===== config.mk =====
export PLATFORM = sky130hd
export DESIGN_NAME = icache_miss
export DESIGN_NICKNAME = d
export VERILOG_FILES = /design/src/fsab_pkg.sv /design/src/icache_miss.sv
export SDC_FILE = /design/constraint.sdc
export NUM_CORES = 1
export LEC_CHECK = 0
export ABC_AREA = 0
export BUFFER_PORTS_ARGS = -buffer_cell sky130_fd_sc_hd__buf_2
export CAP_MARGIN = 25
export CORE_AREA = 2 2 130 132
export DETAILED_ROUTE_END_ITERATION = 8
export DIE_AREA = 0 0 132 134
export GPL_TIMING_DRIVEN = 1
export PLACE_DENSITY_LB_ADDON = 0.2
export SYNTH_ARGS = -nofsm -noshare
export SYNTH_HDL_FRONTEND = slang
export SYNTH_SLANG_ARGS = --single-unit
export TNS_END_PERCENT = 5

===== constraint.sdc =====
create_clock -name clk -period 3.8 [get_ports clk]
set_clock_uncertainty 0.2 [all_clocks]
set_input_delay 0.38 -clock clk [delete_from_list [all_inputs] [get_ports clk]]
set_output_delay 0.38 -clock clk [all_outputs]
set_load 0.01 [all_outputs]

===== src/fsab_pkg.sv =====
package fsab_pkg;

	// kind of outbound request where the instruction cache only ever issues reads
	typedef enum logic [0:0] {
		FSAB_READ  = 1'b0,
		FSAB_WRITE = 1'b1
	} fsab_mode_e;

	typedef struct packed {
		fsab_mode_e  mode;   // read or write
		logic [3:0]  did;    // requesting device
		logic [3:0]  subdid; // unit inside the device
		logic [30:0] addr;   // byte address of the first beat
		logic [3:0]  len;    // number of 64-bit beats
		logic [63:0] data;   // write data, unused for reads
		logic [7:0]  mask;   // write byte enables
	} fsab_resp_t_unused_guard_placeholder;

	typedef fsab_resp_t_unused_guard_placeholder fsab_req_t;

	typedef struct packed {
		logic [3:0]  did;    // device that owns this beat
		logic [3:0]  subdid; // unit that owns this beat
		logic [63:0] data;   // one 64-bit beat of the line
	} fsab_resp_t;

	localparam logic [3:0] FSAB_DID_CPU = 4'd0;       // processor device id
	localparam logic [3:0] FSAB_SUBDID_ICACHE = 4'd1; // instruction cache sub-device id

	localparam int LINE_BEATS = 8; // 64-byte line in 64-bit beats
	localparam int IDX_W = 4;      // set index sits in address bits 9..6
	localparam int TAG_W = 22;     // tag sits in address bits 31..10

	// the miss machine is either waiting for a miss or collecting a line
	typedef enum logic [0:0] {
		MISS_IDLE = 1'b0,
		MISS_FILL = 1'b1
	} miss_state_e;

	// way number width that stays at one bit for a direct-mapped build
	function automatic int way_w(input int nways);
		return (nways > 1) ? $clog2(nways) : 1;
	endfunction

endpackage


===== src/icache_miss.sv =====
`timescale 1ns/10ps

module icache_miss import fsab_pkg::*; #(
	parameter int INIT_CREDITS = 2
) (
	input  logic        clk,
	input  logic        rst_b,
	input  logic        rd_req,
	input  logic [31:0] rd_addr,
	input  logic        hit,
	input  logic        bus_credit,
	input  logic        bus_resp_valid,
	input  fsab_resp_t  bus_resp,
	output logic        rd_wait,
	output logic        bus_req_valid,
	output fsab_req_t   bus_req,
	output logic        fill_start,
	output logic        fill_done,
	output logic [31:0] fill_addr,
	output logic        beat_we,
	output logic [2:0]  beat_idx,
	output logic [63:0] beat_data
);
	localparam int CRED_W = $clog2(INIT_CREDITS + 1);

	miss_state_e state_q;
	logic [CRED_W-1:0] credits_q; // credits currently owned
	logic [2:0] beat_cnt_q;       // beats of the line accepted so far
	logic done_q;                 // eighth beat seen and commit due this cycle
	logic [31:0] fill_addr_q;     // line address of the fill in flight
	logic start;
	logic ours;

	assign rd_wait = rd_req && !hit; // stall the fetch until the line is present

	// a miss leaves idle only while a credit is owned
	assign start = rd_wait && (state_q == MISS_IDLE) && (credits_q != '0);

	// beats for other devices or units are dropped here
	assign ours = bus_resp_valid && (bus_resp.did == FSAB_DID_CPU)
		&& (bus_resp.subdid == FSAB_SUBDID_ICACHE);

	assign beat_we = (state_q == MISS_FILL) && ours && !done_q;
	assign beat_idx = beat_cnt_q;
	assign beat_data = bus_resp.data;

	assign fill_start = start;   // tags drop the victim as the request leaves
	assign fill_done = done_q;   // tags commit one cycle after the last beat
	assign fill_addr = (state_q == MISS_IDLE) ? {rd_addr[31:6], 6'b0} : fill_addr_q;

	always_comb begin
		bus_req_valid = start;
		bus_req = '0;
		bus_req.mode = FSAB_READ;
		bus_req.did = FSAB_DID_CPU;
		bus_req.subdid = FSAB_SUBDID_ICACHE;
		bus_req.addr = {rd_addr[30:6], 6'b0}; // line aligned
		bus_req.len = 4'(LINE_BEATS);         // one beat per 8 bytes of line
	end

	always_ff @(posedge clk or negedge rst_b) begin
		if (!rst_b) begin
			credits_q <= CRED_W'(INIT_CREDITS);
		end else begin
			credits_q <= credits_q + CRED_W'(bus_credit) - CRED_W'(bus_req_valid);
		end
	end

	always_ff @(posedge clk or negedge rst_b) begin
		if (!rst_b) begin
			state_q <= MISS_IDLE;
			beat_cnt_q <= '0;
			done_q <= 1'b0;
		end else begin
			case (state_q)
				MISS_IDLE: begin
					beat_cnt_q <= '0;
					if (start)
						state_q <= MISS_FILL;
				end
				MISS_FILL: begin
					if (done_q) begin
						done_q <= 1'b0;
						state_q <= MISS_IDLE; // line is valid from this edge on
					end else if (beat_we) begin
						beat_cnt_q <= beat_cnt_q + 3'd1;
						done_q <= (beat_cnt_q == 3'(LINE_BEATS - 1)); // last beat of the line
					end
				end
			endcase
		end
	end

	// line address of the miss, held while its beats arrive
	always_ff @(posedge clk) begin
		if (start)
			fill_addr_q <= {rd_addr[31:6], 6'b0};
	end

	// the bus must never hand back a credit that was not spent
	a_credit_bounds: assert property (
		@(posedge clk) disable iff (!rst_b)
		(credits_q <= CRED_W'(INIT_CREDITS))
		&& !(bus_credit && !bus_req_valid && (credits_q == CRED_W'(INIT_CREDITS)))
	) else $error("icache_miss: credit count %0d out of range", credits_q);

endmodule


After elaboration in Yosys (flattened, before gate mapping)
Cells that the tools add are included.
{"block": "totals", "input_bits": 110, "wordCells": 34, "register_bits": 33, "out_inout_bits": 220}
{"block": "op_classes", "n_addsub": 3, "n_bitwise": 1, "reduce_logical": 12, "n_eq_ne": 4, "muxes": 9}
{"operator": "$mux W32", "count": 1}
{"operator": "$logic_and A1 B1 Y1", "count": 7}
{"operator": "$mux W3", "count": 2}
{"operator": "$pmux W3 S2", "count": 1}
{"operator": "$eq A4 B1 Y1 const B", "count": 1}
{"operator": "$logic_not A4 Y1", "count": 1}
{"operator": "$mux W1", "count": 4}
{"operator": "$ne A2 B2 Y1 const B", "count": 2}
{"operator": "$add A3 B1 Y3 const B", "count": 1}
{"operator": "$eq A3 B3 Y1 const B", "count": 1}
{"operator": "$add A2 B1 Y2", "count": 1}
{"operator": "$logic_not A1 Y1", "count": 2}
{"operator": "$pmux W1 S2", "count": 1}
{"operator": "$reduce_and A2 Y1", "count": 1}
{"operator": "$reduce_bool A2 Y1", "count": 1}
{"operator": "$sub A2 B1 Y2", "count": 1}
{"operator": "$not A1 Y1", "count": 1}

Depth between registers and ports, before layout
Gate-level depths: netlist of the first run.
{"block": "logic_depth", "ltp_word": 8, "ltp_mapped": 7, "mapped_depth_nobuf": 7}

Least setup slack after synthesis of the first run
No wires, ideal clock.
{"block": "synth_path", "kind": "input to register", "start": "input port rd_req", "end": "register credits_q[1]", "slack_ps": -455, "setup_time_ps": 75, "required_time_ps": 3525, "arrival_time_ps": 3980, "cell_stages": 7, "path_buffers": 0, "path_cell_list": "nor2b_1 nor3b_1 ha_1 inv_1 ha_1 xnor2_1 xnor2_1"}
{"block": "synth_between", "elab_chain_cells": 4}
{"item": "start, declared", "line_no": "icache_miss.sv:8", "text": "input logic rd_req,"}
{"item": "$logic_and A1 B1 Y1", "line_no": "icache_miss.sv:34", "text": "assign rd_wait = rd_req && !hit;"}
{"item": "$logic_and A1 B1 Y1 (2 in series)", "line_no": "icache_miss.sv:37", "text": "assign start = rd_wait && (state_q == MISS_IDLE) && (credits_q != '0);"}
{"item": "net bus_req_valid", "line_no": "icache_miss.sv:15", "text": "output logic bus_req_valid,"}
{"item": "$sub A2 B1 Y2", "line_no": "icache_miss.sv:65", "text": "credits_q <= credits_q + CRED_W'(bus_credit) - CRED_W'(bus_req_valid);"}
{"item": "end signal, assigned", "line_no": "icache_miss.sv:63", "text": "credits_q <= CRED_W'(INIT_CREDITS);"}
{"item": "end signal, assigned", "line_no": "icache_miss.sv:65"}
{"item": "end, declared", "line_no": "icache_miss.sv:27", "text": "logic [CRED_W-1:0] credits_q;"}
The timed path passes the listed nets, and every way through them passes these cells.
A chain may end at the register's enable or synchronous reset.

Final worst setup path of the first run
{"block": "layout_path", "start": "register state_q", "end": "output port fill_addr[12]"}
{"block": "layout_between", "elab_chain_cells": 1}
{"item": "start, declared", "line_no": "icache_miss.sv:26", "text": "miss_state_e state_q;"}
{"item": "start signal, assigned", "line_no": "icache_miss.sv:71", "text": "state_q <= MISS_IDLE;"}
{"item": "start signal, assigned", "line_no": "icache_miss.sv:79", "text": "state_q <= MISS_FILL;"}
{"item": "start signal, assigned", "line_no": "icache_miss.sv:84", "text": "state_q <= MISS_IDLE;"}
{"item": "$mux W32", "line_no": "icache_miss.sv:49", "text": "assign fill_addr = (state_q == MISS_IDLE) ? {rd_addr[31:6], 6'b0} : fill_addr_q;"}
{"item": "end, declared", "line_no": "icache_miss.sv:19", "text": "output logic [31:0] fill_addr,"}
Every way passes these cells.

==> summary.md, run 1 <==
| Metric | Value |
|---|---|
| Status | `finished clean` |
| Mapped Cells | `280` |
| Crit path depth | `3` |
| Fraction of layout cells with a size suffix above 1 | `0.4676` |
| WS Path Type | `register to primary output` |
| Vias in the first global route | `1277` |
| Number of CTS-inserted buffers | `5` |
| Clock Power Share | `0.300` |
| Buffer and inverter count on the worst path | `2` |
| Slew margin rel. | `0.5386` |
| FF-to-FF Start | `state_q$_DFF_PN0_` |
| Largest net degree at the start of global routing | `30` |
| Wire per inst | `10.15 µm` |
| Seq cells post-synth | `33` |
| Most used flip-flop cell after synthesis | `edfxtp_1` |
| Leak | `around 1.4 nW` |
| CP Data Arrival Time | `~2 ns` |
| Dpl hpwl | `around 4000 µm` |
| Power Density | `between 400 and 500 mW/mm²` |
| WP data required | `roughly 3.2 ns` |
| RePlAce Congestion | `approximately 0.65` |
| CP Capture Type | `primary output` |
| Crit-path leading delay family | `flip-flops` |
| Fin Setup TNS | `0 ns` |
| Met2 Track Usage GR | `0.09144` |
| Core box area | `0.01629 mm²` |
| Drt first pass iters | `4` |
| CTS Sinks | `33` |
| Clk root buf | `clkbuf_16` |
| R2R depth | `6` |
| Die height | `about 130 µm` |
| Final Hold Fails | `0` |
| Clock-pin slew on the worst setup and hold paths | `0.06 ns` |
| Die width | `approximately 130 µm` |
| Routed via count | `~1500` |
| Pre-CTS WS | `1.424 ns` |
| Psw | `0.0004441 W` |
| R2r setup slk | `roughly 1.8 ns` |
| Resize count post-CTS | `0` |
| Peak VDD IR | `approximately 0.00017 V` |
| Fmax achieved | `roughly 390 MHz` |
| Final setup viols | `0` |
| P_int | `between 0.0008 and 0.0009 W` |
| First-pass GRT wire length | `roughly 7200 µm` |
| Routed Antenna Nets | `0` |
| Final wirelength | `5206 µm` |
| GRT busiest layer | `met2` |
| Depth of the CTS H-tree | `2` |
| Post-synth EDFFs | `26` |
| PortBufs | `between 90 and 100` |
| Post-route clock period utilization | `0.6793` |
| Slew Viols, Final | `0` |
| TritonCTS clock tree | `built` |
| RSZ-0062 raised after global routing | `no` |
| Initial antenna violation count | `0` |
| Grt met3 use | `0.02797` |
| Layout area overhead | `-4.485%` |
| Sequential power share | `0.359` |
| Crit. Startpoint | `state_q$_DFF_PN0_` |
| Slowest cell on crit path | `dfrtp_1` |
| Switch share | `0.3330` |
| CP Cell Sequence | `buf_4 -> mux2_2 -> buf_2` |
| Register area share after synthesis | `0.3299` |
| # DRC | `0` |
| DR iter-0 viols | `17` |
| Synth unique cells | `21` |
| Hold/Removal Path Class | `primary input to register` |
| Setup WS post-layout | `1.219 ns` |
| Post-synth ARST share | `0.2121` |
| Via/cell ratio | `2.891` |
| Mapped Area | `0.002902 mm²` |
| Tot GR Track Use | `0.05630` |
| Clk_lat worst skew | `between 0.2 and 0.3 ns` |
| Tmin final | `between 2 and 3 ns` |
| Ys Warns | `0` |
| FF-to-FF End | `credits_q[1]$_DFF_PN1_` |
| IO Count | `330` |
| Core Util, Final | `0.1701` |
| Nets | `about 410` |
| Antenna cells | `0` |
| Largest fanout on the critical path | `19` |
| Worst slew pin tran | `between 0.6 and 0.7 ns` |
| Comb pwr share | `0.341` |
| Synth Area per Inst | `slightly above 10 µm²` |
| Met1 usage | `0.04983` |
| Max-cap violation count | `0` |
| Overflow after GRT | `0` |
| CP endpoint | `fill_addr[12]` |
| Die Area | `0.01769 mm²` |
| CP Launch Type | `register` |
| Initial Utilization | `0.1781` |
| Largest stage delay on the critical path | `0.78 ns` |
| Row count | `between 40 and 50` |
| Max Root-Sink Buffers | `2` |
## cell usage after synthesis (2+ instances only)
master,n,share of area
buf_2,3,0.0052
buf_4,188,0.49
conb_1,2,0.0026
dfrtp_1,6,0.052
edfxtp_1,26,0.27
ha_1,4,0.017
inv_1,7,0.0091
mux2_2,26,0.10
mux2i_1,3,0.010
nand2_1,3,0.0039
xnor2_1,2,0.0060
## power groups by stage
stage	logic, W	registers [W]	clock network, W
floorplan	0.000496	0.000454	0
global placement	0.000465	0.000490	0
detailed placement	0.000466	0.000490	0
CTS	0.000468	0.000483	0.000437
global route	0.000503	0.000487	0.000441
finish	0.000454	0.000479	0.000400
## through the flow
stage / std cells / total power (W) / cell area (µm²) / hold WS (ns)
2_1_floorplan: 375 / 0.0009495 / 3263 / -0.1156
3_3_place_gp: 504 / 0.0009548 / 2624 / 0.03102
3_5_place_dp: 504 / 0.0009558 / 2624 / 0.02614
4_1_cts: 513 / 0.001388 / 2771 / 0.06648
5_1_grt: 513 / 0.001431 / 2771 / 0.07869
6_report: 513 / 0.001334 / 2771 / 0.08242
## logic make-up (layout without fill, tap and decap cells)
family / Yosys count / count (layout) / share of synthesized area
buffers and inverters: 198 / 116 / 0.5006
DFF: 33 / 33 / 0.3299
muxes: 29 / 29 / 0.1113
and+or+nand+nor: 10 / 10 / 0.02760
adders and majority gates: 4 / 4 / 0.01725
other: 2 / 97 / 0.002588
AOI/OAI and AO/OA: 2 / 2 / 0.004746
xor gates and xnor gates: 2 / 2 / 0.006038
## placed cells by master, fill, tap and decap left out, types with 3 or more instances in the layout
cell type / count
clkbuf_16: 5
inv_1: 7
dfrtp_1: 6
buf_2: 98
conb_1: 97
edfxtp_1: 26
ha_1: 4
mux2_2: 26
nand2_1: 3
mux2i_1: 3
## state kept, by name (all words and copies together), names as in the netlist
signal,count
state_q,1
credits_q,2
fill_addr_q,26
fill_done,1
beat_idx,3
## how the worst min path moves through the flow
stage,end,slack (ns),cells after the start,from
floorplan,beat_idx[0]$_DFFE_PN0P_,-0.12,0,rst_b
finish,fill_addr_q[31]$_DFFE_PP_,0.08,1,rd_addr[31]
global placement,credits_q[0]$_DFF_PN0_,0.03,1,rst_b
global route,fill_addr_q[31]$_DFFE_PP_,0.08,1,rd_addr[31]
CTS,fill_addr_q[31]$_DFFE_PP_,0.07,1,rd_addr[31]
detailed placement,credits_q[0]$_DFF_PN0_,0.03,1,rst_b
## timing repair
| item | CTS | global route |
|---|---|---|
| hold endpoints to repair | 7 | 0 |
| hold buffers | 1 | 0 |
| buffers inserted | 0 | 0 |
| setup endpoints to repair | 0 | 0 |
## per-layer routing
metal,vias up,share of wire
met5,-,0
met1,672,0.31
met3,35,0.13
li1,640,-
met4,0,0.078
met2,136,0.48
## cell type report
class | instances | area [µm²]
Fill cell | 1847 | 13520
Clock buffer | 5 | 125.1
Clock inverter | 3 | 12.51
Sequential cell | 33 | 957.2
Multi-Input combinational cell | 144 | 859.6
Tap cell | 220 | 275.3
Timing Repair Buffer | 101 | 515.5
Inverter | 7 | 26.28
Note: power is estimated with default switching activity, not from simulation.
==> run 2: changes to the inputs <==
==> constraint.sdc (replaced) <==
create_clock -name clk -period 2.25 [get_ports clk]
set_clock_uncertainty 0.2 [all_clocks]
set_input_delay 0.225 -clock clk [delete_from_list [all_inputs] [get_ports clk]]
set_output_delay 0.225 -clock clk [all_outputs]
set_load 0.01 [all_outputs]
==> run 2 against run 1 <==
Against the previous run: sequential power is 67% higher; register-to-register slack worse by 1.4 ns; global-route usage is 0.18 points higher; design area is 11% higher; worst hold slack better by 0.014 ns; non-clock buffer count is 29 higher; first-iteration DRC count is 29% higher; die area stayed put; total power is 82% higher; count of clock-buffer cells in the layout is 1 higher; routed wire length is 5.9% higher; combinational power is 83% higher; highest routed layer unchanged.
==> summary.md, run 2 (same netlist as run 1, synthesis figures left out) <==
| Metric | Value |
|---|---|
| Slew Viols, Final | `0 (unchanged)` |
| Layout area overhead | `6.253% (was -4.485%)` |
| Register area | `958.4 µm² (was 957.2 µm²)` |
| Hold WS | `0.09673 ns (was 0.08242 ns)` |
| CP Capture Type | `primary output (unchanged)` |
| Leak | `1.486 nW (was 1.354 nW)` |
| RSZ-0062 raised after global routing | `no (unchanged)` |
| Max Root-Sink Buffers | `2 (unchanged)` |
| Die Area | `0.01769 mm² (unchanged)` |
| Crit. Startpoint | `state_q$_DFF_PN0_ (unchanged)` |
| TritonCTS clock tree | `built (unchanged)` |
| WS Path Type | `register to primary output (unchanged)` |
| Initial antenna violation count | `2 (was 0)` |
| Final setup viols | `0 (unchanged)` |
| FF-to-FF Start | `credits_q[1]$_DFF_PN1_ (was state_q$_DFF_PN0_)` |
| # fillers | `1810 (was 1847)` |
| Row count | `47 (unchanged)` |
| Power Density | `786.6 mW/mm² (was 481.2 mW/mm²)` |
| Pre-CTS WS | `0.4520 ns (was 1.424 ns)` |
| R2R depth | `7 (was 6)` |
| Final wirelength | `5511 µm (was 5206 µm)` |
| Die width | `132 µm (unchanged)` |
| Most frequent cells in the layout | `buf_2 (98), conb_1 (97), dlygate4sd3_1 (28) (was buf_2 (98), conb_1 (97), mux2_2 (26), edfxtp_1 (26), inv_1 (7))` |
| Drt first pass iters | `2 (was 4)` |
| Post-route clock period utilization | `0.9139` |
| PortBufs | `98 (unchanged)` |
| DR iter-0 viols | `22 (was 17)` |
| Routed via count | `1593 (was 1483)` |
| Number of CTS-inserted buffers | `5 (unchanged)` |
| Footprint of the multi-input gates | `859.6 µm² (unchanged)` |
| Die height | `134 µm (unchanged)` |
| Wire per inst | `10.17 µm (was 10.15 µm)` |
| Routed Antenna Nets | `0 (unchanged)` |
| Clock-pin slew on the worst setup and hold paths | `0.05 ns (was 0.06 ns)` |
| Setup WS post-layout | `0.1936 ns (was 1.219 ns)` |
| RePlAce Congestion | `0.6758 (was 0.6525)` |
| Hold/Removal Path Class | `primary input to async pin (was primary input to register)` |
| Psw | `0.0007580 W (was 0.0004441 W)` |
| Via/cell ratio | `2.939 (was 2.891)` |
| Reg with most FFs | `fill_addr_q (unchanged)` |
| Initial Utilization | `0.1781 (unchanged)` |
| Clock Power Share | `0.327 (was 0.300)` |
| Depth of the CTS H-tree | `2 (unchanged)` |
| Tmin final | `between 2 and 2.5 ns` |
| CP Data Arrival Time | `1.63 ns (was 2.00 ns)` |
| Largest net degree at the start of global routing | `20 (was 30)` |
| Dpl hpwl | `4210 µm (was 3992 µm)` |
| Peak VDD IR | `0.0003324 V (was 0.0001695 V)` |
| Overflow after GRT | `0 (unchanged)` |
| IO Count | `330 (unchanged)` |
| P_int | `0.001667 W (was 0.0008896 W)` |
| Tot GR Track Use | `0.05813 (was 0.05630)` |
| Antenna cells | `0 (unchanged)` |
| Commonest non-fill, non-tap cell in the layout | `buf_2 (unchanged)` |
| Fmax achieved | `between 400 and 500 MHz` |
| FF-to-FF End | `credits_q[1]$_DFF_PN1_ (unchanged)` |
| Status | `finished clean (unchanged)` |
| Vias in the first global route | `1417 (was 1277)` |
| R2r setup slk | `0.45 ns (was 1.82 ns)` |
| Fraction of layout cells with a size suffix above 1 | `0.4348 (was 0.4676)` |
| Comb pwr share | `0.343 (was 0.341)` |
| Resize count post-CTS | `0 (unchanged)` |
| Clk_lat worst skew | `0.28 ns (was 0.29 ns)` |
| Max FFs per register | `26 (unchanged)` |
| Sequential power share | `0.331 (was 0.359)` |
| # DRC | `0 (unchanged)` |
| Largest fanout on the critical path | `13 (was 19)` |
| First-pass GRT wire length | `7624 µm (was 7196 µm)` |
| CP Launch Type | `register (unchanged)` |
| WP data required | `1.82 ns (was 3.22 ns)` |
| CTS Sinks | `33 (unchanged)` |
| Clk root buf | `clkbuf_16 (unchanged)` |
| Max-cap violation count | `0 (unchanged)` |
| Core box area | `0.01629 mm² (unchanged)` |
| Switch share | `0.3126 (was 0.3330)` |
| Final Hold Fails | `0 (unchanged)` |
| Nets | `435 (was 406)` |
[run 2: cell count changes in the layout (fill, tap and decap cells not counted)]
cell | previous run | this run
dlygate4sd3_1 | 1 | 28
buf_4 | 2 | 4
bufinv_16 | 0 | 1
clkbuf_1 | 0 | 1
clkinv_1 | 2 | 1
clkinv_2 | 1 | 0
dfrtp_1 | 6 | 5
dfrtp_2 | 0 | 1
[run 2: metrics by stage]
step           cell area (µm²)  total power, W  instances  TNS (ns)  utilization
5_1_grt                   3083        0.002580        542         0       0.1893
6_report                  3083        0.002425        542         0       0.1893
3_3_place_gp              2640        0.001628        506         0       0.1621
3_5_place_dp              2640        0.001628        506         0       0.1621
2_1_floorplan             3269        0.001611        375   -0.4534            -
4_1_cts                   3083        0.002501        542         0       0.1893
[run 2: final cells by class]
| class | count | share of cell area |
|---|---|---|
| clock buffers | 6 | 0.04180 |
| well taps | 220 | 0.08929 |
| flip-flops and latches | 33 | 0.3109 |
| clock inverters | 2 | 0.01096 |
| repair buffers | 130 | 0.2597 |
| multi-input cells | 144 | 0.2788 |
| inverters | 7 | 0.008523 |
[run 2: worst max-delay path, cell delays in order (launching register included)]
cell,delay (ns)
dfrtp_2,0.56
buf_4,0.29
mux2_2,0.35
buf_2,0.14
[run 2: power groups by stage]
stage | registers, W | logic (W) | clock network (W)
after floorplan | 0.000766 | 0.000845 | 0
after global placement | 0.000817 | 0.000811 | 0
after detailed placement | 0.000817 | 0.000811 | 0
after CTS | 0.000805 | 0.000851 | 0.000845
after global routing | 0.000816 | 0.000904 | 0.000859
final | 0.000802 | 0.000831 | 0.000792
[run 2: how the worst max path moves through the flow]
stage	end	slack, ns	depth (start not counted)
floorplan	credits_q[1]$_DFF_PN1_	-0.30	7
global placement	fill_addr[30]	0.45	3
detailed placement	credits_q[1]$_DFF_PN1_	0.45	7
CTS	fill_addr[17]	0.14	3
global route	fill_addr[26]	0.09	3
finish	fill_addr[28]	0.19	3
[run 2: per-layer routing]
metal  wire length [µm]  share of wire  track usage  up-vias
met3                733           0.13      0.03175       32
met5                  0              0            0        -
li1                   -              -            -      702
met1               1743           0.32      0.05208      719
met4                302          0.055      0.04891        0
met2               2731           0.50      0.09635      140
[run 2: repair_timing]
action / CTS / global route
endpoints found under the hold margin: 34 / 0
hold buffers: 28 / 0
setup buffers: 0 / 0
setup endpoints to repair: 0 / 0
